==> src/logic/dcache_pkg.sv <==
// data cache shared types
`default_nettype none

package dcache_pkg;

  localparam int ADDR_BITS   = 32;
  localparam int TAG_BITS    = 22;           // addr[31:10]
  localparam int IDX_BITS    = 7;            // addr[9:3]
  localparam int OFF_BITS    = ADDR_BITS - TAG_BITS - IDX_BITS;
  localparam int DATA_BITS   = 64;
  localparam int CACHE_LINES = 128;
  localparam int QUEUE_DEPTH = 16;
  localparam int QPTR_BITS   = $clog2(QUEUE_DEPTH);
  localparam int MEM_TAGS    = 16;           // tag 0 is reserved for none
  localparam int MTAG_BITS   = $clog2(MEM_TAGS);
  localparam int PR_BITS     = 7;
  localparam int AR_BITS     = 5;

  typedef enum logic [1:0] {
    MEM_NONE  = 2'd0,
    MEM_LOAD  = 2'd1,
    MEM_STORE = 2'd2
  } mem_cmd_e;

  typedef struct packed {
    logic [TAG_BITS-1:0] tag;
    logic [IDX_BITS-1:0] idx;
    logic [OFF_BITS-1:0] offset;             // always zero for 8-byte alignment
  } cache_addr_t;

  // load request from the lsq
  typedef struct packed {
    logic               valid;
    logic [PR_BITS-1:0] pr;
    logic [AR_BITS-1:0] ar;
    cache_addr_t        addr;
  } lsq_req_t;

  // retiring store from the rob
  typedef struct packed {
    logic                 valid;
    cache_addr_t          addr;
    logic [DATA_BITS-1:0] data;
  } store_req_t;

  typedef struct packed {
    logic                 valid;
    logic [PR_BITS-1:0]   pr;
    logic [AR_BITS-1:0]   ar;
    logic [DATA_BITS-1:0] data;
  } cdb_t;

  typedef struct packed {
    mem_cmd_e             cmd;
    cache_addr_t          addr;
    logic [DATA_BITS-1:0] data;
  } mem_req_t;

  typedef struct packed {
    logic [MTAG_BITS-1:0] response;          // acceptance tag or zero when not taken
    logic [MTAG_BITS-1:0] tag;               // data return tag
    logic [DATA_BITS-1:0] data;
  } mem_resp_t;

  typedef struct packed {
    mem_cmd_e             cmd;
    cache_addr_t          addr;
    logic [DATA_BITS-1:0] data;
    logic [PR_BITS-1:0]   pr;
    logic [AR_BITS-1:0]   ar;
  } cmd_entry_t;

  typedef struct packed {
    logic                 en;
    logic [IDX_BITS-1:0]  idx;
    logic [TAG_BITS-1:0]  tag;
    logic [DATA_BITS-1:0] data;
  } cache_wr_t;

endpackage

`default_nettype wire

==> src/logic/dcache_ctrl.sv <==
// data cache controller
`timescale 1ns/10ps
`default_nettype none

module dcache_ctrl (
  input  wire                      clock,
  input  wire                      reset,
  input  dcache_pkg::lsq_req_t     lsq_req,
  input  dcache_pkg::store_req_t   store_req,
  input  wire                      halt_req,
  input  wire                      rd_hit,
  input  wire [63:0]               rd_data,
  output dcache_pkg::cache_addr_t  rd_addr,
  output dcache_pkg::cache_wr_t    fill_wr,
  output dcache_pkg::cache_wr_t    store_wr,
  output logic                     push,
  output dcache_pkg::cmd_entry_t   push_entry,
  output logic                     pop,
  input  dcache_pkg::cmd_entry_t   head,
  input  wire                      empty,
  input  dcache_pkg::mem_resp_t    mem_resp,
  output dcache_pkg::mem_req_t     mem_req,
  output dcache_pkg::cdb_t         cdb,
  output logic                     load_avail,
  output logic                     halted
);

  import dcache_pkg::*;

  // outstanding load table indexed by memory tag
  logic [MEM_TAGS-1:0] occupied;
  logic [IDX_BITS-1:0] tbl_idx [MEM_TAGS];
  logic [TAG_BITS-1:0] tbl_tag [MEM_TAGS];
  logic [PR_BITS-1:0]  tbl_pr  [MEM_TAGS];
  logic [AR_BITS-1:0]  tbl_ar  [MEM_TAGS];

  logic load_hit;
  logic load_miss;
  logic accept;
  logic accept_load;
  logic fill_done;
  logic halt_latched;
  logic drained;

  assign rd_addr   = lsq_req.addr;
  assign load_hit  = lsq_req.valid && rd_hit;
  assign load_miss = lsq_req.valid && !rd_hit;

  // memory takes the head when it hands back a free tag
  assign accept      = !empty && (mem_resp.response != '0) && !occupied[mem_resp.response];
  assign accept_load = accept && (head.cmd == MEM_LOAD);
  assign fill_done   = (mem_resp.tag != '0) && occupied[mem_resp.tag];

  assign load_avail = !store_req.valid && !fill_done;

  assign mem_req = '{cmd: (empty ? MEM_NONE : head.cmd), addr: head.addr, data: head.data};

  assign push = store_req.valid || load_miss;
  assign pop  = accept;

  // store has priority for the single push slot
  always_comb
  begin
    push_entry = '0;
    if (store_req.valid)
    begin
      push_entry.cmd  = MEM_STORE;
      push_entry.addr = store_req.addr;
      push_entry.data = store_req.data;
    end
    else
    begin
      push_entry.cmd  = MEM_LOAD;
      push_entry.addr = lsq_req.addr;
      push_entry.pr   = lsq_req.pr;
      push_entry.ar   = lsq_req.ar;
    end
  end

  // write-through store goes straight into the array
  assign store_wr = '{en: store_req.valid, idx: store_req.addr.idx,
                      tag: store_req.addr.tag, data: store_req.data};

  assign fill_wr = '{en: fill_done, idx: tbl_idx[mem_resp.tag],
                     tag: tbl_tag[mem_resp.tag], data: mem_resp.data};

  // fill return takes the bus and holds off the lsq that cycle
  always_comb
  begin
    cdb = '0;
    if (fill_done)
    begin
      cdb.valid = 1'b1;
      cdb.pr    = tbl_pr[mem_resp.tag];
      cdb.ar    = tbl_ar[mem_resp.tag];
      cdb.data  = mem_resp.data;
    end
    else if (load_hit)
    begin
      cdb.valid = 1'b1;
      cdb.pr    = lsq_req.pr;
      cdb.ar    = lsq_req.ar;
      cdb.data  = rd_data;
    end
  end

  always_ff @(posedge clock)
  begin
    if (accept_load)
    begin
      tbl_idx[mem_resp.response] <= head.addr.idx;
      tbl_tag[mem_resp.response] <= head.addr.tag;
      tbl_pr[mem_resp.response]  <= head.pr;
      tbl_ar[mem_resp.response]  <= head.ar;
    end
  end

  always_ff @(posedge clock)
  begin
    if (reset)
    begin
      occupied <= '0;
    end
    else
    begin
      if (fill_done)
      begin
        occupied[mem_resp.tag] <= 1'b0;
      end
      if (accept_load)
      begin
        occupied[mem_resp.response] <= 1'b1;   // stores never hold a slot
      end
    end
  end

  // nothing queued, nothing in flight, nothing arriving
  assign drained = halt_latched && empty && !push && (occupied == '0);

  always_ff @(posedge clock)
  begin
    if (reset)
    begin
      halt_latched <= 1'b0;
      halted       <= 1'b0;
    end
    else
    begin
      halt_latched <= halt_latched || halt_req;
      halted       <= halted || drained;       // sticky until reset
    end
  end

endmodule

`default_nettype wire

==> config.mk <==
export PLATFORM = sky130hd
export DESIGN_NAME = dcache_ctrl
export DESIGN_NICKNAME = d
export VERILOG_FILES = /design/src/logic/dcache_pkg.sv /design/src/logic/dcache_ctrl.sv
export SDC_FILE = /design/constraint.sdc
export NUM_CORES = 1
export LEC_CHECK = 0
export CELL_PAD_IN_SITES_DETAIL_PLACEMENT = 1
export CELL_PAD_IN_SITES_GLOBAL_PLACEMENT = 1
export CORE_AREA = 2 2 354 356
export CTS_CLUSTER_DIAMETER = 60
export DETAILED_ROUTE_END_ITERATION = 10
export DIE_AREA = 0 0 356 358
export DONT_BUFFER_PORTS = 1
export MAX_ROUTING_LAYER = met4
export PLACE_DENSITY = 0.46
export SLEW_MARGIN = 20
export SYNTH_ARGS = -nofsm -noshare
export SYNTH_HDL_FRONTEND = slang
export SYNTH_SLANG_ARGS = --single-unit
==> constraint.sdc <==
create_clock -name clock -period 2.9 [get_ports clock]
set_clock_uncertainty 0.2 [all_clocks]
set_input_delay 0.29 -clock clock [delete_from_list [all_inputs] [get_ports clock]]
set_output_delay 0.29 -clock clock [all_outputs]
set_load 0.02 [all_outputs]
==> impl_metrics.tcl, run 1 <==
set metrics [dict create \
    antenna_found_initial 139 \
    ys.flop_type "edfxtp_1" \
    setup_ws_ps -339 \
    cts_tree "done" \
    io_pins 902 \
    clockBufferDepth 3 \
    multi_input_area_um2 7500 \
    die_h_um 358 \
    cts_buffers 79 \
    r2r_slack_ps 130 \
    slew_viol_final 0 \
    htree_levels 3 \
    yosys_register_bits 674 \
    synth_edf_count 656 \
    ys_types 33 \
    first_iter_violations 1254 \
    grt_pass1_wl_mm 178 \
    period_needed_ps 3240 \
    min_period_over_period 1.12 \
    synth_top_area_share 0.654 \
    grt_max_degree 175 \
    drive_gt1_frac 0.297 \
    hold_violations 0 \
    rsz0062_at_grt "true" \
    clock_sinks 674 \
    worstSetupPathType "reg2out" \
    start_kind "flip-flop" \
    io_buffers 0 \
    fin_setup_tns_ps -19190 \
    synth_warnings 0 \
    num_vias 16200 \
    hold_end "occupied[12]" \
    root_buffer "clkbuf_16" \
    die_area_um2 127000 \
    place_hpwl_mm 104 \
    fmax_mhz 309 \
    hold_start "mem_resp[64]" \
    nets 2083 \
    gp_congestion 1.10 \
    yosysSeqAreaShare 0.665 \
    whs_path_depth 3 \
    coreArea_um2 123000 \
    reg2reg_depth 7 \
    avgSynthCellArea_um2 17.4 \
    die_w_um 356 \
    maxCapViolations 0 \
    cp.required_ps 2410 \
    cp-end-kind "output pin" \
    postSynthCellCount 1735 \
    p_per_area_nw_per_um2 626 \
    grt_pass1_vias 16600 \
    grtUsageTotal 0.222 \
    via_per_inst 4.65 \
    worstMarginPinSlew_ps 941 \
    rows 129 \
    worstPathArrival_ps 2750 \
    syn_area_um2 30100 \
    regArea_um2 20100 \
    cp_max_fo 7 \
    area_growth_pct 15.6 \
    start_util 0.244 \
    r2r-start "occupied[13]" \
    status "finished, violations left" \
    pre_cts_slack_ps -230 \
    clk_latency_ps 610 \
    synth_top_area_cell "edfxtp_1" \
    max-slew-margin-rel 0.366 \
    max-vdd-ir-drop_uv 437 \
    drt-pass1-iter-count 5 \
    setup_violations 79 \
    drc 0 \
    violations "setup timing" \
    synthArstFlopShare 0 \
    wire_per_inst_um 40.5 \
    wl_mm 141 \
    nFillCells 12900 \
    hold_class "in2reg" \
    grt_overflow 0 \
    drtAntennaViolNets 0 \
    leakagePower_nw 11.6 \
    timing.rr.end "occupied[15]" \
    clk_pin_slew_ps 60 \
    netlist_top_cells_area "edfxtp_1 65%, mux4_2 15%, buf_4 7.3%, mux2i_1 2.8%, and2_1 1.4%" \
]
==> placed cells by master (no fill, tap or decap), types with 41 or more instances in the layout <==
cell,count
diode_2,108
buf_4,92
clkbuf_16,81
edfxtp_1,656
mux4_2,198
inv_1,68
and2_1,67
conb_1,41
mux2i_1,65
nand2_1,99
dlygate4sd3_1,65
==> state kept, by name, summed over array words and instances, names as in the netlist <==
signal,cells
tbl_idx,112
tbl_tag,352
halted,1
halt_latched,1
occupied,16
tbl_ar,80
tbl_pr,112
==> Yosys cell counts, types with 2 or more instances <==
| master | count |
|---|---|
| a21oi_1 | 17 |
| a22o_1 | 24 |
| a22oi_1 | 2 |
| a31oi_1 | 2 |
| and2_1 | 68 |
| buf_1 | 4 |
| buf_2 | 36 |
| buf_4 | 295 |
| buf_6 | 2 |
| clkbuf_1 | 34 |
| dfxtp_1 | 18 |
| edfxtp_1 | 656 |
| inv_1 | 83 |
| mux2_2 | 32 |
| mux2i_1 | 83 |
| mux4_2 | 198 |
| nand2_1 | 100 |
| nand2b_1 | 5 |
| nor2_1 | 24 |
| nor2b_1 | 19 |
| nor3_1 | 3 |
| nor4_1 | 4 |
| o21ai_0 | 16 |
==> report_power, final <==
group | switching (mW) | internal, mW | leakage (nW)
sequential | 0.0260 | 10.8 | 6.08
combinational | 0.997 | 0.745 | 4.31
clock | 3.93 | 5.31 | 1.16
==> layout make-up <==
type / instances / share of cell area
Clock buffer: 100 / 0.0602
Clock inverter: 39 / 0.00808
Timing Repair Buffer: 206 / 0.0643
Sequential cell: 674 / 0.576
Inverter: 83 / 0.00937
Antenna cell: 108 / 0.00776
Tap cell: 1637 / 0.0588
Multi-Input combinational cell: 646 / 0.215
==> timing repair <==
| item | 4_1_cts | 5_1_grt |
|---|---|---|
| endpoints found under the hold margin | 675 | 0 |
| setup buffers | 7 | 2 |
| hold buffers | 67 | 0 |
| pin swaps | 2 | 2 |
| gates cloned | 3 | 0 |
| resized for setup | 37 | 23 |
| endpoints found under the setup margin | 79 | 81 |
==> stage by stage <==
stage	area, um^2	hold slack [ps]	total power [mW]	std cells	utilization
after floorplan	30300	189	12.7	1775	-
after global routing	34800	49.2	22.6	3473	0.282
after CTS	34500	10.4	22.1	3384	0.279
final	34800	37.7	21.8	3493	0.282
after detailed placement	31100	166	12.5	3169	0.252
after global placement	31100	165	12.5	3169	0.252
==> kinds of logic (layout without fill, tap and decap cells) <==
logic type      Yosys count  count (layout)  share of synthesized area
mux                     313             313                      0.187
other cells               1             149                   0.000124
flops                   674             674                      0.665
simple gates            229             229                     0.0372
compound gates           63              63                     0.0139
buf+inv                 455             428                     0.0958
==> per-layer routing <==
layer  share of wire  GRT usage  up-vias  wire [um]
met2            0.48      0.352      911      67800
li1                -          -     6356          -
met3            0.11      0.106      280      15100
met5               0          -        -          0
met4           0.025     0.0573        0       3590
met1            0.39      0.252     8700      54800
==> worst max-delay path, stage by stage, from the launching register on <==
cell and delay [ps]:
dfxtp_2 330, mux4_2 470, nand2_2 70, o221ai_2 100, a32oi_4 200, buf_12 180, buf_16 160, mux2i_4 420
buf_6 180
==> worst max path at each step <==
stage / start / end / slack, ps
floorplan: mem_resp[68] / tbl_ar[12][0] / 30
global placement: mem_resp[65] / cdb[13] / -190
detailed placement: mem_resp[65] / cdb[13] / -230
CTS: occupied[11] / cdb[13] / -400
global route: occupied[11] / cdb[13] / -420
finish: occupied[11] / cdb[13] / -340
Note: power is estimated with default switching activity, not from simulation.
==> run 2, diff against run 1 <==
--- a/config.mk
+++ b/config.mk
@@ -5,15 +5,17 @@
 export SDC_FILE = /design/constraint.sdc
 export NUM_CORES = 1
 export LEC_CHECK = 0
+export ABC_AREA = 1
+export CAP_MARGIN = 20
 export CELL_PAD_IN_SITES_DETAIL_PLACEMENT = 1
 export CELL_PAD_IN_SITES_GLOBAL_PLACEMENT = 1
-export CORE_AREA = 2 2 354 356
+export CORE_AREA = 2 2 349 351
 export CTS_CLUSTER_DIAMETER = 60
 export DETAILED_ROUTE_END_ITERATION = 10
-export DIE_AREA = 0 0 356 358
+export DIE_AREA = 0 0 351 353
 export DONT_BUFFER_PORTS = 1
 export MAX_ROUTING_LAYER = met4
-export PLACE_DENSITY = 0.46
+export PLACE_DENSITY = 0.5
 export SLEW_MARGIN = 20
 export SYNTH_ARGS = -nofsm -noshare
 export SYNTH_HDL_FRONTEND = slang
==> run 2 against run 1 <==
The flow still finishes with violations (setup timing); area after synthesis up 2.5%; global-route usage is 6.0 points higher; die area shrank 2.8%; combinational power increased by 9%; routed wire length grew 24%; count of clock-buffer cells in the layout is 1 lower; hold slack improved by 16 ps; final area grew 2.1%; sequential power barely moved; total power grew 4.5%; critical path type is now in2out; largest power group unchanged.
==> impl_metrics.tcl, run 2 <==
set metrics [dict create \
    yosys_register_bits 674 \
    io_buffers 0 \
    status "finished, violations left" \
    worstSetupPathType "in2out" \
    place_hpwl_mm 131 \
    gp_congestion 1.15 \
    hold_class "in2reg" \
    root_buffer "clkbuf_16" \
    synthArstFlopShare 0 \
    synth_compound_area_frac 0.0346 \
    synth_top_family_by_area "simple AND/OR/NAND/NOR gates" \
    synth_top_area_cell "edfxtp_1" \
    clockBufferDepth 3 \
    grtUsageMet1 0.315 \
    final-instance-count-excl-fill 4521 \
    placedCellCount 4240 \
    synthAdderAreaFrac 0 \
    biggestRegsByFlops "tbl_tag: 352 flops, tbl_idx: 112 flops, tbl_pr: 112 flops" \
    cp_max_fo 170 \
    max-slew-margin-rel 0.330 \
    final_cell_mix "784 x nand2_1, 656 x edfxtp_1, 364 x nand3_1" \
    grt_max_degree 172 \
    io_pins 902 \
    worstPathArrival_ps 2480 \
    clk_latency_ps 630 \
    grt_overflow 0 \
    worstMarginPinSlew_ps 1000 \
    fin_setup_tns_ps -343 \
    syn_area_um2 30900 \
    final_common_cell "nand2_1" \
    gr-usage-met2 0.451 \
    fmax_mhz 337 \
    grt_pass1_wl_mm 224 \
    top_register "tbl_tag" \
    rows 128 \
    rsz0062_at_grt "false" \
    start_util 0.256 \
    setup_ws_ps -69.4 \
    leakagePower_nw 13.3 \
    wire_per_inst_um 38.8 \
    maxCapViolations 0 \
    antenna_found_initial 99 \
    top_usage_layer "met2" \
    clock_sinks 674 \
    synthSimpleGateAreaFrac 0.196 \
    synth_commonest_cells "821 x nand2_1, 656 x edfxtp_1, 365 x nand3_1" \
    coreArea_um2 121000 \
    p_per_area_nw_per_um2 641 \
    start_kind "input port" \
    ys.flop_type "edfxtp_1" \
    area_growth_pct 15.2 \
    wl_mm 176 \
    hold_violations 0 \
    grt_util_met3 0.105 \
    drc 0 \
    max-vdd-ir-drop_uv 445 \
    period_needed_ps 2970 \
    drt-pass1-iter-count 5 \
    synth_edf_count 656 \
    drive_gt1_frac 0.121 \
    cp.required_ps 2410 \
    violations "setup timing" \
    die_area_um2 124000 \
    yosysSeqAreaShare 0.649 \
    drtAntennaViolNets 0 \
    postSynthCellCount 2895 \
    synth_warnings 0 \
    first_iter_violations 1961 \
    synth-xor-area-share 0 \
    htree_levels 3 \
    cp-end-kind "output pin" \
    clk_pin_slew_ps 50 \
    largest_register_ffs 352 \
    synth_top_area_share 0.638 \
    die_h_um 353 \
    slew_viol_final 0 \
    ys_types 31 \
    via_per_inst 4.94 \
    cts_tree "done" \
    min_period_over_period 1.02 \
    cts_buffers 83 \
    grtUsageTotal 0.283 \
    setup_violations 10 \
    grt_pass1_vias 22200 \
    synth.most_common_cell "nand2_1" \
    num_vias 22300 \
    die_w_um 351 \
    avgSynthCellArea_um2 10.7 \
    synthMuxAreaShare 0 \
    power_mw 22.8 \
    nets 3166 \
    fin_hold_ws_ps 53.7 \
    netlist_top_cells_area "edfxtp_1 64%, nand2_1 10%, buf_4 7.4%, nand3_1 5.9%, a22oi_1 2.8%" \
]
-- run 2: cell types whose count changed after synthesis, moves of 13 or more --
| cell | before | now |
|---|---|---|
| nand4_1 | 0 | 94 |
| mux2i_1 | 83 | 0 |
| and2_1 | 68 | 1 |
| mux2_2 | 32 | 0 |
| nand3_1 | 1 | 365 |
| mux4_2 | 198 | 0 |
| buf_1 | 4 | 17 |
| a22oi_1 | 2 | 116 |
| clkbuf_1 | 34 | 77 |
| inv_1 | 83 | 199 |
| nand2_1 | 100 | 821 |
| nor2b_1 | 19 | 0 |
| a22o_1 | 24 | 0 |
| nor2_1 | 24 | 120 |
-- run 2: cell families after synthesis --
group,count (synthesis)
AND/OR/NAND/NOR,1413
flip-flops,674
buffers and inverters,654
AO/OA/AOI/OAI,153
other,1
-- run 2: worst paths after layout --
check / from / to / slack, ps / cells after the start
worst max register to register: occupied[8] / tbl_tag[2][0] / 410 / 11
worst max-delay path: mem_resp[65] / fill_wr[70] / -70 / 8
worst min-delay path: mem_resp[70] / occupied[13] / 50 / 4
worst min register to register: halt_latched / halt_latched / 270 / 2
-- run 2: timing repair --
| action | 4_1_cts | 5_1_grt |
|---|---|---|
| setup buffers | 3 | 3 |
| hold buffers | 60 | 0 |
| endpoints found under the setup margin | 60 | 66 |
| hold endpoints to repair | 674 | 0 |
| pin swaps | 1 | 5 |
| gates cloned | 2 | 5 |
| gates resized for setup | 7 | 42 |
-- run 2: critical path, cell delays in order --
cell and delay, ps:
nor2_4 320, buf_12 250, buf_12 250, buf_4 330, a22oi_1 150, nand3_1 120
nand2_1 60, nand4_1 280
-- run 2: area by class of cell --
cell class,instances,area (um^2)
fillers,13400,85000
flip-flops and latches,674,20100
multi-input cells,1609,7470
repair buffers,201,2400
clock buffers,99,2180
well taps,1625,2030
inverters,204,773
clock inverters,54,507
diodes,55,138
-- run 2: per-stage QoR --
step / utilization / area, um^2 / worst slack [ps]
final: 0.295 / 35600 / -69.4
after global routing: 0.295 / 35600 / 6.27
after CTS: 0.292 / 35200 / 3.40
after detailed placement: 0.264 / 31800 / 169
after global placement: 0.264 / 31800 / 238
after floorplan: - / 31000 / 224
-- run 2: power by group --
part	switching [mW]	internal (mW)
combinational	1.42	0.473
sequential	0.0266	10.8
clock	4.22	5.88
total	5.67	17.1
-- run 2: routing by layer --
metal | part of all wire | vias to the layer above
met3 | 0.086 | 306
met1 | 0.38 | 11600
met5 | 0 | -
met2 | 0.48 | 985
li1 | - | 9433
met4 | 0.045 | 0
